$ cat src/rtl/cpuPkg.sv
package cpuPkg;

    // Bit positions of the control-flag vector
    typedef enum int unsigned {
        dbSrcData = 0,  // Data bus sources
        dbSrcAcc,
        dbSrcX,
        sbSrcAlu,       // Stack bus sources
        sbSrcHold,
        sbSrcAcc,
        dbToSb,         // Bridge DB onto SB
        adlSrcPc,       // Address low bus sources
        sbToAdl,        // Bridge SB onto ADL
        adhSrcPc,       // Address high bus sources
        adhSrcData,
        loadX,
        loadAcc,
        loadHold,
        loadAbl,
        loadAbh,
        loadDor,
        loadPc,         // PC from ADH and ADL
        pcInc,
        aluCarryEn,     // Carry in from status C
        setCv,
        clearC,
        setC,
        memWrite        // Keep last, sets the vector width
    } flagIndexE;

    localparam int FLAG_COUNT = int'(memWrite) + 1;

    typedef logic [FLAG_COUNT-1:0] flagVecT;

    // 6502 encodings of the supported subset
    typedef enum logic [7:0] {
        opLdaImm = 8'hA9,
        opLdxImm = 8'hA2,
        opTax    = 8'hAA,
        opAdcImm = 8'h69,
        opAndImm = 8'h29,
        opOraImm = 8'h09,
        opEorImm = 8'h49,
        opClc    = 8'h18,
        opSec    = 8'h38,
        opStaAbs = 8'h8D,
        opStxAbs = 8'h8E,
        opJmpAbs = 8'h4C,
        opNop    = 8'hEA
    } opcodeE;

    typedef enum logic [2:0] {
        aluAdd,
        aluAnd,
        aluOr,
        aluXor,
        aluPass
    } aluOpE;

    typedef enum logic [2:0] {
        tFetch,
        tOperand,
        tAddrLow,
        tAddrHigh,
        tWrite
    } timingStateE;

endpackage

$ cat src/rtl/controlIf.sv
interface controlIf;
    cpuPkg::flagVecT flags;
    cpuPkg::aluOpE   aluOp;
    logic            carryFlag;
    logic [7:0]      aluResult;
    logic            aluCarry;
    logic            aluOverflow;

    modport seq (output flags, output aluOp);

    // Shared by the datapath and the ALU
    modport dp (
        input  flags, aluOp, carryFlag,
        output aluResult, aluCarry, aluOverflow
    );

    modport psr (input flags, aluCarry, aluOverflow, output carryFlag);
endinterface

$ cat src/rtl/alu.sv
module alu (
    controlIf.dp      ctrl,
    input logic [7:0] operandA,
    input logic [7:0] operandB
);
    logic       carryIn;
    logic [8:0] sum;

    // Only ADC takes the stored carry
    assign carryIn = ctrl.flags[cpuPkg::aluCarryEn] & ctrl.carryFlag;

    assign sum = {1'b0, operandA} + {1'b0, operandB} + {8'd0, carryIn};

    always_comb begin
        case (ctrl.aluOp)
            cpuPkg::aluAdd:
                ctrl.aluResult = sum[7:0];
            cpuPkg::aluAnd:
                ctrl.aluResult = operandA & operandB;
            cpuPkg::aluOr:
                ctrl.aluResult = operandA | operandB;
            cpuPkg::aluXor:
                ctrl.aluResult = operandA ^ operandB;
            default:
                ctrl.aluResult = operandB;  // Pass B
        endcase
    end

    assign ctrl.aluCarry = sum[8];

    // Same-sign operands giving a result of the other sign
    assign ctrl.aluOverflow = (operandA[7] == operandB[7]) && (sum[7] != operandA[7]);

endmodule

$ cat src/rtl/statusRegister.sv
module statusRegister (
    input logic       clk,
    input logic       arstN,
    input logic [7:0] result,
    controlIf.psr     ctrl
);
    logic negative;
    logic zero;
    logic carry;
    logic overflow;
    logic loadSeen;

    // N and Z follow every load of A or X
    assign loadSeen = ctrl.flags[cpuPkg::loadAcc] | ctrl.flags[cpuPkg::loadX];

    always_ff @(posedge clk or negedge arstN) begin
        if (!arstN) begin
            negative <= 1'b0;
            zero     <= 1'b0;
        end else if (loadSeen) begin
            negative <= result[7];
            zero     <= (result == 8'd0);
        end
    end

    always_ff @(posedge clk or negedge arstN) begin
        if (!arstN) begin
            carry    <= 1'b0;
            overflow <= 1'b0;
        end else if (ctrl.flags[cpuPkg::setCv]) begin
            carry    <= ctrl.aluCarry;
            overflow <= ctrl.aluOverflow;
        end else if (ctrl.flags[cpuPkg::clearC]) begin
            carry <= 1'b0;  // CLC
        end else if (ctrl.flags[cpuPkg::setC]) begin
            carry <= 1'b1;  // SEC
        end
    end

    assign ctrl.carryFlag = carry;

endmodule

$ cat src/rtl/sequencer.sv
module sequencer (
    input logic       clk,
    input logic       arstN,
    input logic [7:0] dataRead,
    controlIf.seq     ctrl
);
    cpuPkg::timingStateE state, nextState;
    cpuPkg::opcodeE      ir;
    cpuPkg::flagVecT     f;

    // Put the PC, optionally stepped, back on the address pins
    function automatic cpuPkg::flagVecT addrFromPc(input logic inc);
        cpuPkg::flagVecT v;
        v = '0;
        v[cpuPkg::pcInc]    = inc;
        v[cpuPkg::adlSrcPc] = 1'b1;
        v[cpuPkg::adhSrcPc] = 1'b1;
        v[cpuPkg::loadAbl]  = 1'b1;
        v[cpuPkg::loadAbh]  = 1'b1;
        return v;
    endfunction

    always_ff @(posedge clk or negedge arstN) begin
        if (!arstN) begin
            state <= cpuPkg::tFetch;
            ir    <= cpuPkg::opNop;
        end else begin
            state <= nextState;
            if (state == cpuPkg::tFetch)
                ir <= cpuPkg::opcodeE'(dataRead);
        end
    end

    always_comb begin
        case (state)
            cpuPkg::tFetch:
                case (dataRead)
                    cpuPkg::opStaAbs, cpuPkg::opStxAbs, cpuPkg::opJmpAbs:
                        nextState = cpuPkg::tAddrLow;
                    default:
                        nextState = cpuPkg::tOperand;
                endcase
            cpuPkg::tAddrLow:
                nextState = cpuPkg::tAddrHigh;
            cpuPkg::tAddrHigh:
                nextState = (ir == cpuPkg::opJmpAbs) ? cpuPkg::tFetch : cpuPkg::tWrite;
            default:
                nextState = cpuPkg::tFetch;  // tOperand and tWrite end the instruction
        endcase
    end

    always_comb begin
        f = '0;
        ctrl.aluOp = cpuPkg::aluPass;
        case (state)
            cpuPkg::tFetch:
                f = addrFromPc(1'b1);
            cpuPkg::tOperand: begin
                case (ir)
                    cpuPkg::opTax: begin
                        f[cpuPkg::sbSrcAcc] = 1'b1;
                        f[cpuPkg::loadX]    = 1'b1;
                    end
                    cpuPkg::opClc:
                        f[cpuPkg::clearC] = 1'b1;
                    cpuPkg::opSec:
                        f[cpuPkg::setC] = 1'b1;
                    cpuPkg::opLdxImm: begin
                        f = addrFromPc(1'b1);
                        f[cpuPkg::dbSrcData] = 1'b1;
                        f[cpuPkg::dbToSb]    = 1'b1;
                        f[cpuPkg::loadX]     = 1'b1;
                    end
                    cpuPkg::opLdaImm, cpuPkg::opAdcImm, cpuPkg::opAndImm,
                    cpuPkg::opOraImm, cpuPkg::opEorImm: begin
                        f = addrFromPc(1'b1);
                        f[cpuPkg::dbSrcData] = 1'b1;
                        f[cpuPkg::sbSrcAlu]  = 1'b1;
                        f[cpuPkg::loadAcc]   = 1'b1;
                        case (ir)
                            cpuPkg::opAdcImm: begin
                                ctrl.aluOp            = cpuPkg::aluAdd;
                                f[cpuPkg::aluCarryEn] = 1'b1;
                                f[cpuPkg::setCv]      = 1'b1;
                            end
                            cpuPkg::opAndImm:
                                ctrl.aluOp = cpuPkg::aluAnd;
                            cpuPkg::opOraImm:
                                ctrl.aluOp = cpuPkg::aluOr;
                            cpuPkg::opEorImm:
                                ctrl.aluOp = cpuPkg::aluXor;
                            default:
                                ctrl.aluOp = cpuPkg::aluPass;  // LDA
                        endcase
                    end
                    default: ;  // NOP and unknown codes idle for a cycle
                endcase
            end
            cpuPkg::tAddrLow: begin
                f = addrFromPc(1'b1);
                f[cpuPkg::dbSrcData] = 1'b1;
                f[cpuPkg::loadHold]  = 1'b1;  // Low target byte parks in the hold register
            end
            cpuPkg::tAddrHigh: begin
                f[cpuPkg::adhSrcData] = 1'b1;
                f[cpuPkg::sbSrcHold]  = 1'b1;
                f[cpuPkg::sbToAdl]    = 1'b1;
                f[cpuPkg::loadAbl]    = 1'b1;
                f[cpuPkg::loadAbh]    = 1'b1;
                if (ir == cpuPkg::opJmpAbs) begin
                    f[cpuPkg::loadPc] = 1'b1;
                end else begin
                    f[cpuPkg::pcInc]   = 1'b1;
                    f[cpuPkg::loadDor] = 1'b1;
                    if (ir == cpuPkg::opStxAbs)
                        f[cpuPkg::dbSrcX] = 1'b1;
                    else
                        f[cpuPkg::dbSrcAcc] = 1'b1;
                end
            end
            cpuPkg::tWrite: begin
                f = addrFromPc(1'b0);  // Next fetch address, PC already stepped
                f[cpuPkg::memWrite] = 1'b1;
            end
            default: ;
        endcase
    end

    assign ctrl.flags = f;

    legalState: assert property (@(posedge clk) disable iff (!arstN)
        state inside {cpuPkg::tFetch, cpuPkg::tOperand, cpuPkg::tAddrLow,
                      cpuPkg::tAddrHigh, cpuPkg::tWrite});

    writeOnlyInWriteState: assert property (@(posedge clk) disable iff (!arstN)
        f[cpuPkg::memWrite] |-> state == cpuPkg::tWrite);

endmodule

$ cat src/rtl/internalDataflow.sv
module internalDataflow (
    input  logic        clk,
    input  logic        arstN,
    input  logic [7:0]  dataRead,
    output logic [15:0] address,
    output logic [7:0]  dataWrite,
    output logic        writeStrobe,
    output logic [7:0]  aluOperandA,
    output logic [7:0]  aluOperandB,
    output logic [7:0]  loadValue,
    controlIf.dp        ctrl
);
    cpuPkg::flagVecT f;

    // Register file
    logic [7:0] xReg, accReg, aluHoldReg;
    logic [7:0] pchReg, pclReg;
    logic [7:0] abhReg, ablReg, dorReg;

    // Internal buses
    logic [7:0] dataBus, stackBus, addressLowBus, addressHighBus;

    logic [15:0] pcIncremented;

    assign f = ctrl.flags;

    assign pcIncremented = {pchReg, pclReg} + {15'd0, f[cpuPkg::pcInc]};

    // An undriven bus reads as all ones, like the precharged 6502 buses
    always_comb begin
        dataBus = 8'hFF;
        if (f[cpuPkg::dbSrcData])
            dataBus = dataRead;
        else if (f[cpuPkg::dbSrcAcc])
            dataBus = accReg;
        else if (f[cpuPkg::dbSrcX])
            dataBus = xReg;
    end

    always_comb begin
        stackBus = 8'hFF;
        if (f[cpuPkg::sbSrcAlu])
            stackBus = ctrl.aluResult; // ALU result straight onto SB
        else if (f[cpuPkg::sbSrcHold])
            stackBus = aluHoldReg;
        else if (f[cpuPkg::sbSrcAcc])
            stackBus = accReg;
        else if (f[cpuPkg::dbToSb])
            stackBus = dataBus;
    end

    always_comb begin
        addressLowBus = 8'hFF;
        if (f[cpuPkg::adlSrcPc])
            addressLowBus = pcIncremented[7:0];
        else if (f[cpuPkg::sbToAdl])
            addressLowBus = stackBus;
    end

    always_comb begin
        addressHighBus = 8'hFF;
        if (f[cpuPkg::adhSrcPc])
            addressHighBus = pcIncremented[15:8];
        else if (f[cpuPkg::adhSrcData])
            addressHighBus = dataRead;
    end

    always_ff @(posedge clk or negedge arstN) begin
        if (!arstN) begin
            xReg       <= 8'd0;
            accReg     <= 8'd0;
            aluHoldReg <= 8'd0;
        end else begin
            if (f[cpuPkg::loadX])
                xReg <= stackBus;
            if (f[cpuPkg::loadAcc])
                accReg <= stackBus;
            if (f[cpuPkg::loadHold])
                aluHoldReg <= ctrl.aluResult;
        end
    end

    // Jump target has priority over the incrementer
    always_ff @(posedge clk or negedge arstN) begin
        if (!arstN) begin
            pchReg <= 8'd0;
            pclReg <= 8'd0;
        end else if (f[cpuPkg::loadPc]) begin
            pchReg <= addressHighBus;
            pclReg <= addressLowBus;
        end else begin
            pchReg <= pcIncremented[15:8];
            pclReg <= pcIncremented[7:0];
        end
    end

    // Address and data output registers
    always_ff @(posedge clk or negedge arstN) begin
        if (!arstN) begin
            abhReg <= 8'd0;
            ablReg <= 8'd0;
            dorReg <= 8'd0;
        end else begin
            if (f[cpuPkg::loadAbh])
                abhReg <= addressHighBus;
            if (f[cpuPkg::loadAbl])
                ablReg <= addressLowBus;
            if (f[cpuPkg::loadDor])
                dorReg <= dataBus;
        end
    end

    assign address     = {abhReg, ablReg};
    assign dataWrite   = dorReg;
    assign writeStrobe = f[cpuPkg::memWrite];

    assign aluOperandA = accReg;
    assign aluOperandB = dataBus;
    assign loadValue   = stackBus;  // Value seen by X and A loads

    // Sequencer decode must never fight over a bus
    busSourceOneHot: assert property (@(posedge clk) disable iff (!arstN)
        $onehot0({f[cpuPkg::dbSrcData], f[cpuPkg::dbSrcAcc], f[cpuPkg::dbSrcX]}) &&
        $onehot0({f[cpuPkg::sbSrcAlu], f[cpuPkg::sbSrcHold],
                  f[cpuPkg::sbSrcAcc], f[cpuPkg::dbToSb]}) &&
        $onehot0({f[cpuPkg::adlSrcPc], f[cpuPkg::sbToAdl]}) &&
        $onehot0({f[cpuPkg::adhSrcPc], f[cpuPkg::adhSrcData]}));

endmodule

$ cat src/rtl/cpuCore.sv
module cpuCore (
    input  logic        clk,
    input  logic        arstN,
    output logic [15:0] address,
    input  logic [7:0]  dataRead,
    output logic [7:0]  dataWrite,
    output logic        writeStrobe
);
    logic [7:0] accToAlu;
    logic [7:0] dataBusToAlu;
    logic [7:0] loadValue;

    controlIf ctrl ();

    sequencer sequencer (
        .clk      (clk),
        .arstN    (arstN),
        .dataRead (dataRead),
        .ctrl     (ctrl.seq)
    );

    internalDataflow datapath (
        .clk         (clk),
        .arstN       (arstN),
        .dataRead    (dataRead),
        .address     (address),
        .dataWrite   (dataWrite),
        .writeStrobe (writeStrobe),
        .aluOperandA (accToAlu),
        .aluOperandB (dataBusToAlu),
        .loadValue   (loadValue),
        .ctrl        (ctrl.dp)
    );

    alu alu (
        .ctrl     (ctrl.dp),
        .operandA (accToAlu),
        .operandB (dataBusToAlu)
    );

    statusRegister psr (
        .clk    (clk),
        .arstN  (arstN),
        .result (loadValue),
        .ctrl   (ctrl.psr)
    );

endmodule

$ cat config.mk
export PLATFORM = sky130hd
export DESIGN_NAME = cpuCore
export DESIGN_NICKNAME = d
export VERILOG_FILES = /design/src/rtl/cpuPkg.sv /design/src/rtl/controlIf.sv /design/src/rtl/alu.sv /design/src/rtl/statusRegister.sv /design/src/rtl/sequencer.sv /design/src/rtl/internalDataflow.sv /design/src/rtl/cpuCore.sv
export SDC_FILE = /design/constraint.sdc
export NUM_CORES = 1
export LEC_CHECK = 0
export ABC_CLOCK_PERIOD_IN_PS = 4600
export BUFFER_PORTS_ARGS = -buffer_cell sky130_fd_sc_hd__buf_2
export CORE_MARGIN = 5
export CORE_UTILIZATION = 34
export DETAILED_ROUTE_END_ITERATION = 8
export PLACE_DENSITY_LB_ADDON = 0.08
export SYNTH_ARGS = -nofsm -noshare
export SYNTH_HDL_FRONTEND = slang
export SYNTH_SLANG_ARGS = --single-unit
$ cat constraint.sdc
create_clock -name clk -period 4.6 [get_ports clk]
set_input_delay 0.23 -clock clk [delete_from_list [all_inputs] [get_ports clk]]
set_output_delay 0.23 -clock clk [all_outputs]
set_load 0.01 [all_outputs]
After elaboration in Yosys (flattened, before gate mapping) --
Index checks and enable logic that the tools add are counted. W data, S select, Z words.
Storage, ports and cells: flip-flop bits (word level) 76, RAM bits 0, bits in latches 0, output and inout bits 25, ROM bits 0, word-level logic and storage cells 94, memories kept 0, input bits 10
Operators by class: mux-type cells 47, reductions and logical operators 8, $mul 0, bitwise operators 4, shift operators 0, equal/unequal tests 21, order comparisons 0, $add $sub $neg 3, div/mod/pow operators 0
Operators with widths (count):
- $mux W8 | 13
- $eq A8 B8 Y1 const B | 6
- $eq A8 B7 Y1 const B | 4
- $pmux W8 S4 | 1
- $pmux W5 S4 | 1
- $pmux W9 S2 | 1
- $add A16 B1 Y16 | 1
- $eq A8 B6 Y1 const B | 2
- $pmux W4 S2 | 2
- $eq A3 B2 Y1 const B | 4
- $mux W1 | 12
- $pmux W3 S2 | 2
- $pmux W3 S4 | 1
- $pmux W1 S2 | 5
- $pmux W5 S2 | 1
- $add A8 B8 Y9 | 1
- $add A9 B1 Y9 | 1
- $mux W3 | 3
- $pmux W3 S3 | 1
- $and A8 B8 Y8 | 1
- $eq A8 B4 Y1 const B | 1
- $eq A8 B5 Y1 const B | 1
- $or A8 B8 Y8 | 1
- $xor A8 B8 Y8 | 1
- 10 further kinds | 16

Logic depth before layout (Yosys ltp) --
Gate-level depths: netlist of the first run.
word-level depth 14, mapped depth 16

Worst setup path before layout of the first run --
No wires, ideal clock.
kind reg-to-reg, start point reg sequencer.ir[3], end point reg datapath.accReg[6] (netlist: datapath.aluOperandA[6]), setup slack 901 ps, data arrival time 3617 ps, stages on the path, launching flop included 16, setup time 82 ps, period minus slack after synthesis 3699 ps, cell sequence dfstp_2 -> clkbuf_2 -> nand4bb_1 -> buf_2 -> a2111o_1 -> and3_1 -> buf_2 -> a2bb2oi_1 -> fa_1 -> fa_1 -> a21o_1 -> a21oi_1 -> o21ai_0 -> a21oi_1 -> o211ai_1 -> a31oi_1
Between the ends: cells in the longest elaborated chain, start to end 11, elaborated cells on any way between the ends 45, those cells by class add/sub: 2; eq/ne: 12; mux: 25; bitwise: 4; reduce/logical: 2
RTL lines:
- from (decl) | line sequencer.sv:8 | cpuPkg::opcodeE ir;
- from (signal assigned) | line sequencer.sv:26 | ir <= cpuPkg::opNop;
- from (signal assigned) | line sequencer.sv:30 | ir <= cpuPkg::opcodeE'(dataRead);
- $eq A8 B8 Y1 | line sequencer.sv:115 | if (ir == cpuPkg::opStxAbs)
- $mux W1 | line sequencer.sv:115
- $mux W2 | line sequencer.sv:110 | if (ir == cpuPkg::opJmpAbs) begin
- $pmux W2 S2 | line sequencer.sv:55 | case (state)
- $mux W8 | line internalDataflow.sv:36 | else if (f[cpuPkg::dbSrcX])
- $mux W8 | line internalDataflow.sv:34 | else if (f[cpuPkg::dbSrcAcc])
- $mux W8 (*) | line internalDataflow.sv:32 | if (f[cpuPkg::dbSrcData])
- net alu.operandB[0] | line alu.sv:4 | input logic [7:0] operandB
- $add A8 B8 Y9 (*) | line alu.sv:12 | assign sum = {1'b0, operandA} + {1'b0, operandB} + {8'd0, carryIn};
- $add A9 B1 Y9 (*) | line alu.sv:12
- $pmux W8 S4 (*) | line alu.sv:15 | case (ctrl.aluOp)
- $mux W8 (*) | line internalDataflow.sv:42 | if (f[cpuPkg::sbSrcAlu])
- to (signal assigned) | line internalDataflow.sv:77 | accReg <= stackBus;
- to (decl) | line internalDataflow.sv:16 | logic [7:0] xReg, accReg, aluHoldReg;
The timed path passes the listed nets; every way through them passes the cells marked *. A chain may end at the register's enable or synchronous reset.

Worst setup path after layout of the first run --
start point reg sequencer.ir[5], end point reg datapath.accReg[6] (netlist: datapath.aluOperandA[6])
Same word-level chain as after synthesis.

==> summary.txt, run 1 <==
Clock network
  • CTS Buf Count: 9
  • CTS tree: yes
  • Clock transition at the registers of the reported paths: 0.06 ns
  • Resize count post-CTS: 0
  • Postcts setup bufs: 0
  • H-tree levels: 3
  • CTS max path bufs: 2
  • Clk sink count: 76
  • Worst-Skew Late Latency: 0.34 ns
  • Post-CTS Hold Fix Bufs: 0
  • CTS root buffer: clkbuf_16

Synth
  • Syn Nets: 509
  • Yosys top cell by area: dfrtp_1
  • Syn_area_per_cell: 9.48 sq um
  • Post-Syn Instances: 479
  • Post-Syn Area: 4540 sq um
  • Async set or reset register ratio after synthesis: 1.00
  • Largest cells by area after synthesis: dfrtp_1 39%, ha_1 5.0%, mux2_2 5.0%, nand2_1 4.9%, nor2_1 4.2%
  • Post-synth EDFFs: 0
  • Register area share after synthesis: 0.420
  • Post-synth top area share: 0.391
  • YS warnings: 0
  • Synth cell types: 62
  • Seq cells post-synth: 76
  • Ys flop type: dfrtp_1

Route
  • Iter 0 DRT Violations: 244
  • DR WL/cell: 18.3 microns
  • Via count: 3633
  • DRC violations left: 0
  • ANT nets after route: 0
  • Drt pass-1 iters: 5
  • Vias per Instance: 5.32
  • Final wirelength: 12500 microns

Run
  • Maxcap violations: 0

STA
  • Actual slew at the worst max-slew pin: 1.06 ns
  • Relative slew slack: 0.290
  • Final hold viol count: 0
  • Final Skew: 0.00775 ns
  • Period utilisation layout: 0.897
  • Min Tclk post-route: 4.13 ns
  • Final setup vio count: 0
  • Max-slew violation count: 0
  • Upper clock frequency limit: 242 MHz
  • Total negative slack: 0 ns
  • Unrepaired setup endpoints after global routing: no

Critical path
  • Critical path endpoint category: flop
  • Worst Setup Start Kind: flop
  • Crit-path max FO: 22
  • Crit path kind: reg2reg
  • FF-to-FF path depth: 12
  • CP required: 4.86 ns
  • WP data arrival: 4.39 ns
  • Worst r2r dst: datapath.aluOperandA[6]$_DFFE_PN0P_
  • Worst reg-to-reg setup slack: 0.47 ns
  • Worst R2R Start: sequencer.ir[5]$_DFFE_PN1P_

Floorplanning
  • Initial core utilization: 0.344
  • Die Ht: 126 microns
  • Core area: 13200 sq um
  • Row cnt: 42
  • Die X-Extent: 126 microns
  • Top-Level Pins: 35
  • DIE AREA: 15800 sq um

Place
  • Placed instance count: 667
  • Final HPWL DP: 8840 microns
  • Port bufs: 34
  • Final Wtd Congestion: 0.894

Power
  • Total power: 2990 uW
  • Pwr/cell area: 583 nW/um^2
  • Worst vdd rail ir drop: 0.189 mV
  • Lkg Pwr: 0.00227 uW

GRT
  • Vias in the first global route: 3608
  • First-pass GRT wire length: 20300 microns
  • GRT Util Overall: 0.163
  • Initial antenna violation count: 0
  • GRT overflow: 0
  • Largest net degree at the start of global routing: 77

Final layout
  • Layout cell share with drive strength beyond 1: 0.199
  • Final Non-Filler Cells: 683
  • Synth-to-Final Area Change: 13.0%
  • Post-layout util: 0.389
  • Antenna Cells: 0
  • Fill cells: 1349
  • Nets@finish: 532

Worst hold path
  • Worst Hold Class: in2async

Outcome
  • Outcome: complete, no violations
==> kinds of logic after synthesis <==
kind of cell	share of synthesized area
AO/OA/AOI/OAI	0.182
XOR/XNOR	0.0347
adder cells (fa/ha/maj)	0.0584
buffers and inverters	0.0482
flip-flops	0.420
multiplexers	0.0837
AND/OR/NAND/NOR	0.173
==> metal layers <==
metal,track usage,vias up,part of all wire
met4,0.0497,0,0.013
met3,0.0307,13,0.044
met1,0.246,1778,0.51
met5,0,-,0
met2,0.237,97,0.43
li1,-,1745,-
==> layout by cell type, fill, tap and decap left out, types with 9 or more instances in the layout <==
cell type and count:
buf_2 33, inv_1 21, o21ai_0 26, dfrtp_1 71, nor2_1 51, o221a_2 11
nand2_1 59, ha_1 18, xnor2_1 12, mux2_2 20, clkbuf_16 9, mux2i_1 14
a21oi_1 34
==> where the power goes <==
part | internal (uW) | leakage (uW) | total [uW] | switching [uW]
clock | 395 | 0.000134 | 684 | 290
combinational | 535 | 0.00127 | 1140 | 603
sequential | 908 | 0.000868 | 1170 | 260
total | 1840 | 0.00227 | 2990 | 1150
==> how the worst max path moves through the flow <==
stage                                 from                             endpoint  slack [ns]  depth (start not counted)
6_report       sequencer.ir[5]$_DFFE_PN1P_  datapath.aluOperandA[6]$_DFFE_PN0P_        0.47                         12
5_1_grt        sequencer.ir[5]$_DFFE_PN1P_  datapath.aluOperandA[6]$_DFFE_PN0P_        0.22                         12
4_1_cts        sequencer.ir[5]$_DFFE_PN1P_  datapath.aluOperandA[6]$_DFFE_PN0P_        0.52                         12
3_5_place_dp   sequencer.ir[5]$_DFFE_PN1P_  datapath.aluOperandA[6]$_DFFE_PN0P_        0.53                         12
3_3_place_gp   sequencer.ir[5]$_DFFE_PN1P_  datapath.aluOperandA[6]$_DFFE_PN0P_        0.60                         12
2_1_floorplan  sequencer.ir[3]$_DFFE_PN1P_  datapath.aluOperandA[6]$_DFFE_PN0P_        0.90                         15
==> synth_stat cells, drive strengths merged, types with 5 or more instances <==
cell type	n
nor3	8
o21ai	28
nor2	51
o221a	11
nand4	5
a22oi	5
buf	11
nand3	5
xnor2	12
dfstp	5
ha	18
a211oi	5
inv	22
mux2	21
clkbuf	17
dfrtp	71
nand2	59
o21a	8
xor2	6
mux2i	14
a21oi	34
==> through the flow <==
step	hold slack (ns)	area, sq um	worst slack, ns
2_1_floorplan	-0.0656	4540	0.901
3_3_place_gp	0.459	4840	0.598
3_5_place_dp	0.466	4840	0.535
4_1_cts	0.0983	5130	0.517
5_1_grt	0.157	5130	0.222
6_report	0.0626	5130	0.475
==> layout make-up <==
class | count | area, sq um | area share
multi-input cells | 353 | 2410 | 0.471
flip-flops and latches | 76 | 1910 | 0.372
clock buffers | 11 | 253 | 0.0492
well taps | 176 | 220 | 0.0429
repair buffers | 40 | 218 | 0.0424
inverters | 22 | 82.6 | 0.0161
clock inverters | 5 | 36.3 | 0.00707
==> critical path: stages, from the launching register on <==
cell	delay (ns)
dfstp_2	0.81
nand2b_1	0.21
or4b_1	0.52
and3_1	0.31
a2bb2oi_1	0.26
fa_1	0.50
fa_1	0.42
a21o_1	0.20
a21oi_1	0.22
o21ai_0	0.18
a21oi_1	0.16
o211ai_1	0.10
a31oi_1	0.16
No activity file was read; power rests on OpenSTA's default activity.
==> run 2, diff against run 1 <==
BUFFER_PORTS_ARGS = -buffer_cell sky130_fd_sc_hd__clkbuf_2   (was -buffer_cell sky130_fd_sc_hd__buf_2)
CORE_ASPECT_RATIO = 0.5   (was unset)
==> run 2 against run 1 <==
Against the previous run: sequential power is essentially flat; via count shrank 2.1%; clock-buffer cell count is the same; largest cell class unchanged; critical endpoint unchanged; first-iteration DRC count grew 23%; largest power group unchanged; die area grew 0.88%; final area grew 0.59%; setup slack gained 0.11 ns; sequential share of layout area shrank 0.22 points.
==> summary.txt, run 2 (synthesized netlist as in run 1, its figures left out) <==
Outcome
  • Outcome: complete, no violations

Critical path
  • Worst Setup Start Kind: flop
  • CP required: 4.86 ns (about the same)
  • Crit-path max FO: 22 (unchanged)
  • Crit path kind: reg2reg
  • Critical path endpoint category: flop
  • WP data arrival: 4.27 ns (-0.12 ns)

GRT
  • Vias in the first global route: 3448 (-4.4%)
  • GRT overflow: 0 (unchanged)
  • Initial antenna violation count: 0 (unchanged)
  • Largest net degree at the start of global routing: 57 (-26%)
  • GRT Util Overall: 0.163 (-0.000512)
  • First-pass GRT wire length: 20500 microns (+0.78%)

STA
  • Max-slew violation count: 0 (unchanged)
  • Final Skew: 0.00743 ns (-0.000325 ns)
  • Relative slew slack: 0.318 (+0.0276)
  • Final hold viol count: 0 (unchanged)
  • Total negative slack: 0 ns (unchanged)
  • Actual slew at the worst max-slew pin: 1.02 ns (-0.0413 ns)
  • Unrepaired setup endpoints after global routing: no
  • Period utilisation layout: 0.872 (-0.0249)
  • Final setup vio count: 0 (unchanged)
  • Upper clock frequency limit: 249 MHz (+2.9%)
  • Min Tclk post-route: 4.01 ns (-0.115 ns)

Floorplanning
  • Core area: 12900 sq um (-2.3%)
  • Die Ht: 91.7 microns (-27%)
  • Die X-Extent: 173 microns (+38%)
  • DIE AREA: 15900 sq um (+0.88%)
  • Top-Level Pins: 35 (unchanged)
  • Initial core utilization: 0.353 (+0.00826)
  • Row cnt: 29 (-31%)

Power
  • Total power: 3060 uW (+2.4%)
  • Worst vdd rail ir drop: 0.190 mV (+0.40%)
  • Lkg Pwr: 0.00230 uW (+1.4%)
  • Pwr/cell area: 594 nW/um^2 (+1.9%)

Clock network
  • CTS root buffer: clkbuf_16
  • Resize count post-CTS: 0 (unchanged)
  • Worst-Skew Late Latency: 0.34 ns (about the same)
  • CTS tree: yes
  • H-tree levels: 3 (unchanged)
  • CTS max path bufs: 2 (unchanged)
  • CTS Buf Count: 9 (unchanged)
  • Clock transition at the registers of the reported paths: 0.06 ns (about the same)
  • Clk sink count: 76 (unchanged)

Final layout
  • Fill cells: 1321 (-2.1%)
  • Nets@finish: 533 (+0.19%)
  • Reg area: 1910 sq um (unchanged)
  • Multi-input logic area: 2410 sq um (unchanged)
  • Most frequent cells in the layout: 71 x dfrtp_1, 59 x nand2_1, 51 x nor2_1, 34 x a21oi_1, 33 x clkbuf_2
  • Antenna Cells: 0 (unchanged)
  • Final instance area: 5160 sq um (+0.59%)
  • Layout cell share with drive strength beyond 1: 0.195 (-0.00394)
  • Synth-to-Final Area Change: 13.7%
  • Commonest non-fill, non-tap cell in the layout: dfrtp_1

Route
  • Via count: 3558 (-2.1%)
  • ANT nets after route: 0 (unchanged)
  • Drt pass-1 iters: 4 (-1)
  • Vias per Instance: 5.26 (-1.2%)
  • Final wirelength: 12500 microns (+0.17%)
  • Iter 0 DRT Violations: 301 (+23%)
  • DRC violations left: 0 (unchanged)
  • DR WL/cell: 18.5 microns (+1.1%)

Place
  • Final Wtd Congestion: 0.864 (-3.3%)
  • Port bufs: 34 (unchanged)
  • Final HPWL DP: 8810 microns (-0.30%)
  • Placed Area: 4840 sq um (-0.16%)

Worst hold path
  • Worst Hold Class: in2reg

Run
  • Maxcap violations: 0 (unchanged)
## run 2: cell types whose count changed in the layout (fill, tap and decap cells not counted)
cell and delta:
buf_2 -33, clkbuf_2 +33, bufinv_16 +2, dlygate4sd3_1 +1
clkbuf_1 +1, clkinvlp_4 -3, clkbuf_8 -1
## run 2: final timing paths
kind / startpoint / endpoint / slack [ns] / cells after the start
setup / recovery: sequencer.ir[5]$_DFFE_PN1P_ / datapath.aluOperandA[6]$_DFFE_PN0P_ / 0.59 / 12
hold / removal: dataRead[0] / datapath.pchReg[0]$_DFF_PN0_ / 0.28 / 3
setup reg to reg: sequencer.ir[5]$_DFFE_PN1P_ / datapath.aluOperandA[6]$_DFFE_PN0P_ / 0.59 / 12
hold reg to reg: datapath.dataWrite[6]$_DFFE_PN0P_ / datapath.dataWrite[6]$_DFFE_PN0P_ / 0.48 / 2
max in group asynchronous: arstN / datapath.pchReg[0]$_DFF_PN0_ / 3.26 / 3
min in group asynchronous: arstN / sequencer.ir[4]$_DFFE_PN0P_ / 0.32 / 2
## run 2: power breakdown
part	switching (uW)	leakage (uW)	internal, uW
combinational	585	0.00128	532
sequential	268	0.000868	908
clock	284	0.000156	487
## run 2: area by class of cell
type,instances,share of cell area
Clock buffer,11,0.0470
Clock inverter,4,0.0143
Inverter,22,0.0160
Multi-Input combinational cell,353,0.468
Sequential cell,76,0.370
Tap cell,170,0.0412
Timing Repair Buffer,41,0.0441
## run 2: critical path, stage by stage, from the launching register on
cell and delay [ns]:
dfstp_2 0.79, nand2b_1 0.19, or4b_1 0.51, and3_1 0.30
a2bb2oi_1 0.24, fa_1 0.47, fa_1 0.41, a21o_1 0.19
a21oi_1 0.21, o21ai_0 0.18, a21oi_1 0.17, o211ai_1 0.11
a31oi_1 0.17
## run 2: through the flow
stage          hold WS, ns  instances  worst slack (ns)   util
6_report             0.283        677             0.589  0.401
5_1_grt              0.305        677             0.242  0.401
4_1_cts              0.282        677             0.560  0.401
3_5_place_dp         0.141        661             0.568  0.375
3_3_place_gp         0.140        661             0.645  0.375
2_1_floorplan      -0.0656        479             0.901      -
## run 2: metal layers
| metal | part of all wire | wire length [microns] | global-route usage |
|---|---|---|---|
| met1 | 0.52 | 6530 | 0.245 |
| met2 | 0.43 | 5350 | 0.238 |
| met3 | 0.045 | 563 | 0.0403 |
| met4 | 0.0069 | 86 | 0.0299 |
| met5 | 0 | 0 | 0 |
## run 2: repair_timing
| item | in CTS | in global routing |
|---|---|---|
| hold buffers | 1 | 0 |
| hold endpoints to repair | 17 | 0 |
| endpoints found under the setup margin | 0 | 0 |
| buffers inserted | 0 | 0 |
==> run 3, diff against run 2 <==
CORE_UTILIZATION = 61   (was 34)
==> run 3 against run 2 <==
Against the previous run: register-to-register slack got worse by 0.08 ns; hold slack worse by 0.25 ns; combinational power about the same; die area is 41% lower; sequential share of layout area up 1.3 points; non-clock buffer count decreased by 2; fmax down 2.1%; setup slack worse by 0.084 ns; utilization is 28 points higher; sequential cell count unchanged; first-iteration DRC count up 10%; critical path type unchanged; largest power group unchanged; highest routed layer unchanged.
==> summary.txt, run 3 (synthesized netlist as in run 1, its figures left out) <==
Outcome
  • Outcome: complete, no violations

Critical path
  • CP required: 4.85 ns (about the same)
  • Worst R2R Start: sequencer.ir[5]$_DFFE_PN1P_
  • FF-to-FF path depth: 12 (unchanged)
  • Worst Path Buf+Inv: 0 (unchanged)
  • Crit path kind: reg2reg
  • Critical path endpoint category: flop
  • Crit-path max FO: 22 (unchanged)
  • Cell depth of the worst setup path: 12 (unchanged)
  • WP data arrival: 4.35 ns (+0.08 ns)
  • Cell Chain, Critical Path: nand2b_1 -> or4b_1 -> and3_1 -> a2bb2oi_1 -> fa_1 -> fa_1 -> a21o_1 -> a21oi_1 -> o21ai_0 -> a21oi_1 -> o211ai_1 -> a31oi_1
  • Crit path largest cell delay: 0.79 ns (about the same)
  • Worst Setup SP: sequencer.ir[5]$_DFFE_PN1P_
  • Worst Setup Start Kind: flop
  • CP max-delay cell: dfstp_2
  • Delay-heaviest family, CP: compound AO/OA/AOI/OAI gates

GRT
  • GRT Util Overall: 0.248 (+0.0846)
  • First-pass GRT wire length: 18600 microns (-9.5%)
  • Initial antenna violation count: 0 (unchanged)
  • Met3 Use GR: 0.0724 (+0.0322)
  • Vias in the first global route: 3570 (+3.5%)
  • Largest net degree at the start of global routing: 77 (+35%)
  • Met2 GRT Util: 0.384 (+0.146)
  • Busiest layer in global routing: met2
  • GRT overflow: 0 (unchanged)
  • GR met1 Demand/Resource: 0.345 (+0.0997)

Floorplanning
  • Core area: 7290 sq um (-43%)
  • Row cnt: 22 (-24%)
  • Die X-Extent: 132 microns (-24%)
  • Initial core utilization: 0.623 (+0.270)
  • DIE AREA: 9380 sq um (-41%)
  • Die Ht: 71.0 microns (-23%)
  • Top-Level Pins: 35 (unchanged)

Final layout
  • Fill cells: 575 (-56%)
  • Multi-input logic area: 2410 sq um (unchanged)
  • Commonest non-fill, non-tap cell in the layout: dfrtp_1
  • Nets@finish: 531 (-0.38%)
  • Reg area: 1910 sq um (unchanged)
  • Layout cell share with drive strength beyond 1: 0.194 (-0.000822)
  • Antenna Cells: 0 (unchanged)
  • Synth-to-Final Area Change: 9.92%
  • Post-layout util: 0.684 (+0.284)
  • Most frequent cells in the layout: 71 x dfrtp_1, 59 x nand2_1, 51 x nor2_1, 34 x a21oi_1, 33 x clkbuf_2

STA
  • Unrepaired setup endpoints after global routing: no
  • Actual slew at the worst max-slew pin: 0.985 ns (-0.0358 ns)
  • Final hold viol count: 0 (unchanged)
  • Upper clock frequency limit: 244 MHz (-2.1%)
  • Final Skew: 0.00607 ns (-0.00135 ns)
  • Final setup vio count: 0 (unchanged)
  • Min Tclk post-route: 4.10 ns (+0.0844 ns)
  • Setup ws final: 0.505 ns (-0.0844 ns)
  • Max-slew violation count: 0 (unchanged)
  • Total negative slack: 0 ns (unchanged)
  • Period utilisation layout: 0.890 (+0.0183)
  • Relative slew slack: 0.342 (+0.0239)

Route
  • DRC violations left: 0 (unchanged)
  • Vias per Instance: 6.15 (+17%)
  • Drt pass-1 iters: 5 (+1)
  • Final wirelength: 11100 microns (-12%)
  • ANT nets after route: 0 (unchanged)
  • DR WL/cell: 18.4 microns (-0.49%)
  • Via count: 3691 (+3.7%)
  • Iter 0 DRT Violations: 332 (+10%)

Worst hold path
  • Worst Hold Class: in2async

Clock network
  • Post-CTS Hold Fix Bufs: 0 (-1)
  • Clock transition at the registers of the reported paths: 0.06 ns (about the same)
  • CTS tree: yes
  • CTS Buf Count: 9 (unchanged)
  • Worst-Skew Late Latency: 0.33 ns (about the same)
  • CTS max path bufs: 2 (unchanged)
  • Postcts setup bufs: 0 (unchanged)
  • CTS root buffer: clkbuf_16
  • Clk sink count: 76 (unchanged)
  • Resize count post-CTS: 0 (unchanged)
  • H-tree levels: 3 (unchanged)

Power
  • Lkg Pwr: 0.00227 uW (-1.6%)
  • Worst vdd rail ir drop: 0.283 mV (+49%)
  • Pwr/cell area: 582 nW/um^2 (-1.9%)
  • Total power: 2910 uW (-5.1%)

Place
  • Setup WS pre-CTS: 0.556 ns (-0.0124 ns)
  • Final Wtd Congestion: 0.951 (+10%)
  • Final HPWL DP: 7630 microns (-13%)
  • Port bufs: 34 (unchanged)

Run
  • Maxcap violations: 0 (unchanged)
==> run 3: final cells by class <==
cell class	count	share of cell area
tap	96	0.0241
clock buffer	9	0.0451
clock inverter	5	0.00627
multi-input combinational	353	0.484
sequential	76	0.382
timing repair buffer	39	0.0421
inverter	22	0.0165
==> run 3: worst paths after layout <==
check	to	slack, ns
worst max-delay path	datapath.aluOperandA[6]$_DFFE_PN0P_	0.50
worst min-delay path	datapath.pchReg[6]$_DFF_PN0_	0.03
worst max register to register	datapath.aluOperandA[6]$_DFFE_PN0P_	0.50
worst min register to register	datapath.dataWrite[3]$_DFFE_PN0P_	0.48
max in group asynchronous	datapath.pclReg[1]$_DFF_PN0_	3.92
min in group clk	datapath.pchReg[0]$_DFF_PN0_	0.27
==> run 3: power breakdown <==
part | internal [uW] | total [uW] | switching [uW]
sequential | 909 | 1170 | 262
combinational | 532 | 1120 | 585
clock | 356 | 619 | 263
total | 1800 | 2910 | 1110
==> run 3: through the flow <==
step	area [sq um]	cells	hold WS, ns
floorplan	4540	479	-0.0656
detailed placement	4740	586	0.438
CTS	4990	600	0.0832
finish	4990	600	0.0304
global route	4990	600	0.133
global placement	4740	586	0.439
==> run 3: metal layers <==
| metal | wire length (microns) | vias up |
|---|---|---|
| li1 | - | 1749 |
| met1 | 5200 | 1801 |
| met2 | 4900 | 122 |
| met3 | 761 | 19 |
| met4 | 182 | 0 |
| met5 | 0 | - |
